### config.mk
export PLATFORM = sky130hd
export DESIGN_NAME = tap_delay_line
export DESIGN_NICKNAME = d
export VERILOG_FILES = /design/src/source/sig_proc_pkg.sv /design/src/source/tap_delay_line.sv
export SDC_FILE = /design/constraint.sdc
export NUM_CORES = 1
export LEC_CHECK = 0
export ABC_AREA = 1
export BUFFER_PORTS_ARGS = -buffer_cell sky130_fd_sc_hd__buf_2
export CORE_MARGIN = 3
export CORE_UTILIZATION = 25
export CTS_CLUSTER_SIZE = 40
export DETAILED_ROUTE_END_ITERATION = 16
export MAX_ROUTING_LAYER = met4
export SYNTH_ARGS = -nofsm -noshare
export SYNTH_HDL_FRONTEND = slang
export SYNTH_SLANG_ARGS = --single-unit
### constraint.sdc
create_clock -name clk -period 4.8 [get_ports clk]
set_input_delay 0.48 -clock clk [delete_from_list [all_inputs] [get_ports clk]]
set_output_delay 0.48 -clock clk [all_outputs]
set_load 0.005 [all_outputs]
### src/source/sig_proc_pkg.sv
// Sizes, APB register map, mode codes and shared struct types of the sample processor
package sig_proc_pkg;

    // Datapath sizes
    localparam int sample_w = 16;
    localparam int acc_w = 32;
    localparam int num_taps = 8;
    localparam int avg_shift = 3;      // Log2 of num_taps
    localparam logic [sample_w-1:0] coeff_seed = 16'h1234;

    localparam int addr_w = 8;

    // Word offsets on the APB port
    localparam logic [addr_w-1:0] reg_ctrl = 8'h00;
    localparam logic [addr_w-1:0] reg_sample = 8'h04;
    localparam logic [addr_w-1:0] reg_result = 8'h08;
    localparam logic [addr_w-1:0] reg_status = 8'h0C;
    localparam logic [addr_w-1:0] reg_coeff_base = 8'h20;  // Eight words up to 0x3C

    typedef enum logic [1:0] {
        mode_fir = 2'd0,
        mode_avg = 2'd1,
        mode_max = 2'd2,
        mode_xor = 2'd3
    } mode_t;

    typedef struct packed {
        logic              psel;
        logic              penable;
        logic              pwrite;
        logic [addr_w-1:0] paddr;
        logic [31:0]       pwdata;
    } apb_req_t;

    typedef struct packed {
        logic [31:0] prdata;
        logic        pready;
        logic        pslverr;
    } apb_rsp_t;

    typedef logic [num_taps-1:0][sample_w-1:0] coeff_vec_t;
    typedef logic [num_taps-1:0][sample_w-1:0] tap_vec_t;   // Index 0 is the newest

    typedef struct packed {
        logic                valid;
        mode_t               mode;
        logic [sample_w-1:0] sample;
    } job_t;

    typedef struct packed {
        logic             valid;
        logic [acc_w-1:0] value;
    } result_t;

endpackage

### src/source/tap_delay_line.sv
// Eight-entry sample delay line advanced once per accepted job
`timescale 1ns/1ps

module tap_delay_line (
    input  logic                   clk,
    input  logic                   rst,
    input  sig_proc_pkg::job_t     job,
    output sig_proc_pkg::tap_vec_t taps
);
    import sig_proc_pkg::*;

    tap_vec_t taps_q;

    // New sample enters tap 0, oldest tap falls off the top
    always_ff @(posedge clk or posedge rst) begin
        if (rst) begin
            taps_q <= '0;
        end else if (job.valid) begin
            taps_q <= {taps_q[num_taps-2:0], job.sample};
        end
    end

    assign taps = taps_q;

endmodule
==> impl_metrics.json <==
{
  "outcome": "completed",
  "ios": 149,
  "layout-drive-gt1-share_pct": 25.9,
  "synth_flop_cell": "dfrtp_1",
  "drtIter0Drc": 231,
  "yosys_warnings": 0,
  "synth_area_um2": 4960,
  "slew_violations": 0,
  "fin_nets": 703,
  "ctsHtreeMaxLevel": 4,
  "clkSinkCount": 128,
  "grt_pass1_wl_um": 19900,
  "port_buffers": 146,
  "syn_avg_cell_area_um2": 9.16,
  "tns_ns": 0,
  "firstDrtPassIters": 4,
  "synth_edf_count": 0,
  "synth_async_sr_flop_share_pct": 100,
  "clock_skew_ns": 0.00606,
  "cts_resized": 0,
  "grt_max_degree": 81,
  "die_w_um": 147,
  "routed_wl_um": 12000,
  "synth_area_leader_cell": "dfrtp_1",
  "critical_path_class": "input port to flop",
  "required_ns": 5.14,
  "post-synth-top-count-cell": "nand2_1",
  "drcViolationCount": 0,
  "core_area_um2": 19100,
  "worstSetupStartpoint": "job[18]",
  "largest_register_ffs": 128,
  "worst_setup_path_start_kind": "input port",
  "cts_root_buf": "clkbuf_16",
  "tightest_slew_ns": 0.830,
  "cts_hold_buf": 0,
  "slew_headroom_pct": 44.7,
  "cp_data_arrival_time_ns": 2.23,
  "crit_fanout": 79,
  "drtAntennaViolNets": 0,
  "via_per_inst": 3.97,
  "postCtsSetupBuffers": 0,
  "end_kind": "flop",
  "rsz0062_at_grt": "false",
  "worst_hold_path_type": "input port to async pin",
  "clkLatencyLatePin_ns": 0.41,
  "gp_congestion": 0.711,
  "peakVddDrop_v": 0.000225,
  "cts_tree": "done",
  "cts_made_buffers": 17,
  "p_leak_nw": 3.73,
  "grt_antenna_before_repair": 0,
  "netlist_instances": 542,
  "fin_crit_sh_pct": 39.3,
  "syn-num-nets": 563,
  "gr-total-overflow": 0,
  "antennaDiodeCount": 0,
  "synth.distinct_cells": 6,
  "timing.fmax_mhz": 530,
  "synth_common_cells": "nand2_1 (384), dfrtp_1 (128), buf_6 (27)",
  "dp_cells": 923,
  "stdcell_count": 952,
  "fin_crit_ns": 1.89,
  "via_count": 3784,
  "synth.area.top_cells": "dfrtp_1 (65%), nand2_1 (29%), buf_6 (6.1%), buf_4 (0.15%), inv_1 (0.076%)",
  "synth_seq_area_share_pct": 64.5,
  "area_growth_pct": 27.5,
  "cts_max_path_buffers": 2,
  "routedWlPerCell_um": 12.6,
  "die_y_um": 147,
  "reg2reg_from": "taps[74]$_DFFE_PP0P_",
  "std_cell_rows": 50,
  "hpwl_um": 7530,
  "ys_ff_latch": 128,
  "fillers": 1997,
  "grt_use_total_pct": 11.9,
  "cap_viol_max_count": 0,
  "finalSetupViolCount": 0,
  "grt_pass1_vias": 3724,
  "initial_core_util_pct": 26.0,
  "synth_top_area_share_pct": 64.5,
  "die_area_um2": 21600,
  "power.density_nw_per_um2": 472,
  "clk_pin_slew_worst_paths_ns": 0.05,
  "hold_viol": 0
}
report_power, final:
group | leakage [nW] | internal [mW] | switching, mW
combinational | 1.78 | 0.161 | 0.204
sequential | 1.65 | 1.22 | 0.110
clock | 0.290 | 0.837 | 0.451
total | 3.73 | 2.22 | 0.765
cells by family after synthesis:
group | count (synthesis) | share of synthesized area [%]
simple gates | 384 | 29.0
buf+inv | 30 | 6.43
flops | 128 | 64.5
critical path, stage by stage:
cell     delay, ns
buf_4         0.28
inv_4         0.64
buf_4         0.57
nand2_1       0.12
nand2_1       0.08
area by class of cell:
cell class	instances	area (µm²)	share of cell area, %
flip-flops and latches	128	3200	50.6
multi-input cells	384	1440	22.8
repair buffers	149	756	11.9
clock buffers	24	512	8.08
well taps	260	325	5.14
clock inverters	5	77.6	1.23
inverters	2	15.0	0.237
worst paths after layout:
path,end,slack (ns),cells past startpoint
max in group asynchronous,taps[100]$_DFFE_PP0P_,3.46,3
max reg2reg,taps[90]$_DFFE_PP0P_,4.12,2
min,taps[85]$_DFFE_PP0P_,0.21,2
max,taps[124]$_DFFE_PP0P_,2.91,5
min reg2reg,taps[113]$_DFFE_PP0P_,0.46,2
min in group clk,taps[10]$_DFFE_PP0P_,0.26,3
metrics by stage:
step / hold slack (ns) / instance area, µm² / utilization [%] / setup WS, ns / total power, mW
after floorplan: 0.465 / 4960 / - / 0.907 / 1.53
after global placement: 0.449 / 5740 / 30.1 / 2.43 / 1.72
after detailed placement: 0.454 / 5740 / 30.1 / 2.42 / 1.73
after CTS: 0.233 / 6330 / 33.2 / 2.85 / 3.05
after global routing: 0.263 / 6330 / 33.2 / 2.72 / 3.16
final: 0.206 / 6330 / 33.2 / 2.91 / 2.99
placed cells by master, fill, tap and decap left out, drive strengths merged:
cell type and instances:
clkbuf 24, dfrtp 128, buf 149, nand2 384, inv 2, clkinvlp 1, clkinv 2, bufinv 2
layer usage:
metal  share of wire [%]  up-vias  GRT usage (%)
li1                    -     1914              -
met4                 1.2        0           4.33
met2                  43      121           16.7
met3                 5.4       13           3.58
met1                  50     1736           16.2
met5                   0        -              -
Power figures use the tool's default switching activity.
