--- config.mk ---
export PLATFORM = sky130hd
export DESIGN_NAME = apb_regs
export DESIGN_NICKNAME = d
export VERILOG_FILES = /design/src/source/sig_proc_pkg.sv /design/src/source/apb_regs.sv
export SDC_FILE = /design/constraint.sdc
export NUM_CORES = 1
export LEC_CHECK = 0
export ABC_AREA = 1
export BUFFER_PORTS_ARGS = -buffer_cell sky130_fd_sc_hd__buf_4
export CAP_MARGIN = 30
export CORE_MARGIN = 8
export CORE_UTILIZATION = 26
export DETAILED_ROUTE_END_ITERATION = 16
export HOLD_SLACK_MARGIN = 0.03
export PLACE_DENSITY_LB_ADDON = 0.08
export SETUP_SLACK_MARGIN = 0.5
export SKIP_CTS_REPAIR_TIMING = 1
export SLEW_MARGIN = 25
export SYNTH_ARGS = -nofsm -noshare
export SYNTH_HDL_FRONTEND = slang
export SYNTH_SLANG_ARGS = --single-unit
--- constraint.sdc ---
create_clock -name clk -period 5.3 [get_ports clk]
set_input_delay 1.06 -clock clk [delete_from_list [all_inputs] [get_ports clk]]
set_output_delay 1.06 -clock clk [all_outputs]
set_load 0.03 [all_outputs]
--- src/source/sig_proc_pkg.sv ---
// Sizes, APB register map, mode codes and shared struct types of the sample processor
package sig_proc_pkg;

    // Datapath sizes
    localparam int sample_w = 16;
    localparam int acc_w = 32;
    localparam int num_taps = 8;
    localparam int avg_shift = 3;      // Log2 of num_taps
    localparam logic [sample_w-1:0] coeff_seed = 16'h1234;

    localparam int addr_w = 8;

    // Word offsets on the APB port
    localparam logic [addr_w-1:0] reg_ctrl = 8'h00;
    localparam logic [addr_w-1:0] reg_sample = 8'h04;
    localparam logic [addr_w-1:0] reg_result = 8'h08;
    localparam logic [addr_w-1:0] reg_status = 8'h0C;
    localparam logic [addr_w-1:0] reg_coeff_base = 8'h20;  // Eight words up to 0x3C

    typedef enum logic [1:0] {
        mode_fir = 2'd0,
        mode_avg = 2'd1,
        mode_max = 2'd2,
        mode_xor = 2'd3
    } mode_t;

    typedef struct packed {
        logic              psel;
        logic              penable;
        logic              pwrite;
        logic [addr_w-1:0] paddr;
        logic [31:0]       pwdata;
    } apb_req_t;

    typedef struct packed {
        logic [31:0] prdata;
        logic        pready;
        logic        pslverr;
    } apb_rsp_t;

    typedef logic [num_taps-1:0][sample_w-1:0] coeff_vec_t;
    typedef logic [num_taps-1:0][sample_w-1:0] tap_vec_t;   // Index 0 is the newest

    typedef struct packed {
        logic                valid;
        mode_t               mode;
        logic [sample_w-1:0] sample;
    } job_t;

    typedef struct packed {
        logic             valid;
        logic [acc_w-1:0] value;
    } result_t;

endpackage

--- src/source/apb_regs.sv ---
// APB slave with ctrl, sample, result, status and coefficient registers plus job issue
`timescale 1ns/1ps

module apb_regs (
    input  logic                     clk,
    input  logic                     rst,
    input  sig_proc_pkg::apb_req_t   apb_req,
    output sig_proc_pkg::apb_rsp_t   apb_rsp,
    input  logic                     busy,
    input  sig_proc_pkg::result_t    result,
    output sig_proc_pkg::job_t       job,
    output sig_proc_pkg::coeff_vec_t coeffs
);
    import sig_proc_pkg::*;

    // Register state
    mode_t               ctrl_mode;
    logic [acc_w-1:0]    result_q;
    logic                done;
    logic                job_valid_q;
    mode_t               job_mode_q;
    logic [sample_w-1:0] job_sample_q;

    // Decode
    logic                        access;
    logic                        hit_ctrl;
    logic                        hit_sample;
    logic                        hit_result;
    logic                        hit_status;
    logic                        hit_coeff;
    logic [$clog2(num_taps)-1:0] coeff_idx;
    logic                        bad_addr;
    logic                        sample_blocked;
    logic                        err;
    logic                        wr_ok;
    logic                        sample_go;
    logic [31:0]                 rdata;

    assign access = apb_req.psel && apb_req.penable;

    assign hit_ctrl = (apb_req.paddr == reg_ctrl);
    assign hit_sample = (apb_req.paddr == reg_sample);
    assign hit_result = (apb_req.paddr == reg_result);
    assign hit_status = (apb_req.paddr == reg_status);

    // Coefficient window 0x20..0x3C, word aligned
    assign hit_coeff = (apb_req.paddr[addr_w-1:5] == reg_coeff_base[addr_w-1:5]) &&
                       (apb_req.paddr[1:0] == 2'b00);
    assign coeff_idx = apb_req.paddr[4:2];

    // Unmapped offsets and accesses in the wrong direction
    assign bad_addr = !(hit_ctrl || hit_sample || hit_result || hit_status || hit_coeff) ||
                      (apb_req.pwrite && (hit_result || hit_status)) ||
                      (!apb_req.pwrite && hit_sample);

    // One job in flight at a time
    assign sample_blocked = apb_req.pwrite && hit_sample && (busy || job_valid_q);

    assign err = bad_addr || sample_blocked;
    assign wr_ok = access && apb_req.pwrite && !err;
    assign sample_go = wr_ok && hit_sample;

    always_ff @(posedge clk or posedge rst) begin
        if (rst) begin
            ctrl_mode <= mode_fir;
            result_q <= '0;
            done <= 1'b0;
            job_valid_q <= 1'b0;
            for (int k = 0; k < num_taps; k++) begin
                coeffs[k] <= sample_w'(coeff_seed * k);   // Seed multiples
            end
        end else begin
            job_valid_q <= sample_go;   // Single-cycle pulse
            if (wr_ok && hit_ctrl) begin
                ctrl_mode <= mode_t'(apb_req.pwdata[1:0]);
            end
            if (wr_ok && hit_coeff) begin
                coeffs[coeff_idx] <= apb_req.pwdata[sample_w-1:0];
            end
            if (result.valid) begin
                result_q <= result.value;
                done <= 1'b1;
            end else if (sample_go) begin
                done <= 1'b0;           // Cleared by the next accepted sample
            end
        end
    end

    // Job payload, mode taken from ctrl at acceptance
    always_ff @(posedge clk) begin
        if (sample_go) begin
            job_mode_q <= ctrl_mode;
            job_sample_q <= apb_req.pwdata[sample_w-1:0];
        end
    end

    assign job = '{valid: job_valid_q, mode: job_mode_q, sample: job_sample_q};

    // Read mux
    always_comb begin
        rdata = '0;
        if (hit_ctrl) begin
            rdata[1:0] = ctrl_mode;
        end else if (hit_result) begin
            rdata = result_q;
        end else if (hit_status) begin
            rdata[1:0] = {busy, done};
        end else if (hit_coeff) begin
            rdata[sample_w-1:0] = coeffs[coeff_idx];
        end
    end

    // No wait states, error only in the access phase
    assign apb_rsp = '{prdata: rdata, pready: 1'b1, pslverr: access && err};

endmodule

==> results.json <==
{
  "crit_fanout": 18,
  "drv_cap": 0,
  "ys_async_sr_fraction": 0.901,
  "synth_top_cell_area_share": 0.341,
  "critical_path_required_ns": 4.24,
  "portBuffers": 242,
  "dr_total_vias": 7916,
  "core_area_sq_mm": 0.0324,
  "seq_area_frac_synth": 0.552,
  "clk_pin_slew_ns": 0.07,
  "synth_nets": 1137,
  "firstDrtPassIters": 8,
  "rows": 66,
  "die_area_sq_mm": 0.0388,
  "slew_viol_final": 0,
  "skew_ns": 0.0109,
  "ant_nets": 0,
  "crit_path_end_kind": "primary output",
  "tns_ns": 0,
  "peakVddDrop_mv": 0.200,
  "final_util": 0.353,
  "clock_sinks": 182,
  "maxSlewHeadroom": 0.488,
  "antenna_found_initial": 0,
  "cts_root_buf": "clkbuf_16",
  "tightest_slew_ns": 0.768,
  "ys_ff_latch": 182,
  "rsz0062_at_grt": "no",
  "cts_buffers": 17,
  "setup_viol": 0,
  "synth.distinct_cells": 26,
  "synth_largest_area_cell": "dfrtp_1",
  "syn-mean-instance-area_sq_um": 8.05,
  "initial_core_util": 0.263,
  "hpwlAfterDp_mm": 25.2,
  "layout.nets": 1351,
  "place_inst": 1693,
  "cts_buffer_depth": 2,
  "netlist_instances": 1058,
  "fin_cells": 1727,
  "status": "completed",
  "clk_latency_ns": 0.44,
  "drive_gt1_frac": 0.287,
  "gp_congestion": 0.805,
  "powerDensity_mw_per_mm2": 259,
  "syn2layout_area_growth_pct": 34.1,
  "globalRouteTotalUtil": 0.188,
  "crit_type": "in -> out",
  "fin_crit_ns": 4.07,
  "gr-total-overflow": 0,
  "cp-start-kind": "primary input",
  "vias_per_cell": 4.58,
  "htreeDepth": 4,
  "holdCritPathClass": "reg -> reg",
  "ioPinCount": 260,
  "yosys-top-cells-count": "430 x nand2_1, 175 x nand3_1, 116 x dfrtp_1",
  "p_leak_nw": 5.90,
  "synth-main-ff-cell": "dfrtp_1",
  "n_antenna_cell": 0,
  "grt_pass1_wl_mm": 54.0,
  "hold_violations": 0,
  "clock.fmax_mhz": 246,
  "yosys-top-cells-area": "dfrtp_1 34%, nand2_1 19%, dfstp_2 15%, nand3_1 10%, edfxtp_1 6.3%",
  "cts_tree": "built",
  "die_h_microns": 197,
  "drc": 0,
  "synthesis.area_sq_mm": 0.00852,
  "grt_start_max_net_pins": 165,
  "synth_edf_count": 18,
  "grt_pass1_vias": 7848,
  "yosysMostFrequentCell": "nand2_1",
  "wl_per_cell_microns": 21.4,
  "drtIter0Drc": 465,
  "fin_crit_sh": 0.768,
  "ys_warn_count": 0,
  "dieWidth_microns": 197,
  "critPathArrivalTime_ns": 3.01,
  "routed_wl_mm": 36.9
}
==> worst max-delay path: stages <==
cell     delay, ns
buf_4         0.17
inv_2         0.11
nor2_4        0.51
buf_4         0.32
nand2_1       0.07
nor2_1        0.13
nand2_1       0.06
nand2_1       0.07
nor2_2        0.11
nor3_1        0.19
buf_4         0.20
==> power breakdown <==
part           internal [mW]  leakage [nW]  switching (mW)
combinational         0.0661          3.39           0.164
sequential              1.43          2.22         0.00653
clock                  0.712         0.288           0.577
total                   2.21          5.90           0.747
==> layout make-up <==
cell class | count | area (sq um)
multi-input combinational | 749 | 3300
sequential | 182 | 4700
fill | 3525 | 20900
clock inverter | 7 | 68.8
timing repair buffer | 274 | 2110
inverter | 48 | 184
clock buffer | 25 | 505
tap | 442 | 553
==> through the flow <==
stage / area (sq um) / setup slack (ns) / hold WS (ns) / power, mW
after detailed placement: 10800 / 1.22 / 0.463 / 1.70
after global placement: 10800 / 1.25 / 0.461 / 1.69
after global routing: 11400 / 1.07 / 0.491 / 3.08
after floorplan: 8520 / 1.75 / 0.441 / 1.58
after CTS: 11400 / 1.22 / 0.473 / 3.00
final: 11400 / 1.23 / 0.473 / 2.96
==> worst paths after layout <==
path / startpoint / to / slack [ns] / cells past startpoint
worst max-delay path: apb_req[34] / apb_rsp[0] / 1.23 / 11
worst min register to register: coeffs[58] / coeffs[58] / 0.47 / 2
min in group asynchronous: rst / coeffs[93] / 0.68 / 3
worst min-delay path: coeffs[58] / coeffs[58] / 0.47 / 2
max in group asynchronous: rst / coeffs[69] / 3.59 / 4
worst max register to register: job_valid_q / coeffs[119] / 3.02 / 9
==> registers in the layout (all words and copies together), names as in the netlist <==
| register | cells |
|---|---|
| result_q | 32 |
| ctrl_mode | 2 |
| coeffs | 128 |
| job_sample_q | 16 |
| done | 1 |
| job_valid_q | 1 |
| job_mode_q | 2 |
==> logic make-up after synthesis <==
group | after synthesis | share of synthesized area
AO/OA/AOI/OAI | 83 | 0.0504
buffers and inverters | 127 | 0.0656
flip-flops | 182 | 0.552
multiplexers | 2 | 0.00264
other | 1 | 0.000440
AND/OR/NAND/NOR | 663 | 0.329
==> layout by cell type, fill, tap and decap left out, types with 3 or more instances in the layout <==
cell / n
a21oi_1: 31
buf_4: 268
buf_6: 3
clkbuf_1: 3
clkbuf_16: 17
clkbuf_8: 5
clkinv_2: 3
dfrtp_1: 116
dfstp_2: 48
edfxtp_1: 18
inv_1: 46
nand2_1: 430
nand3_1: 175
nand4_1: 13
nor2_1: 18
nor2_2: 3
nor3_1: 12
nor3_2: 8
o21ai_0: 47
==> routing by layer <==
layer	vias to the layer above	wire length, microns	track usage
li1	3845	-	-
met1	3849	16900	0.250
met2	204	17500	0.306
met3	18	1990	0.0428
met4	0	501	0.0496
met5	-	0	0
Power figures use the tool's default switching activity.
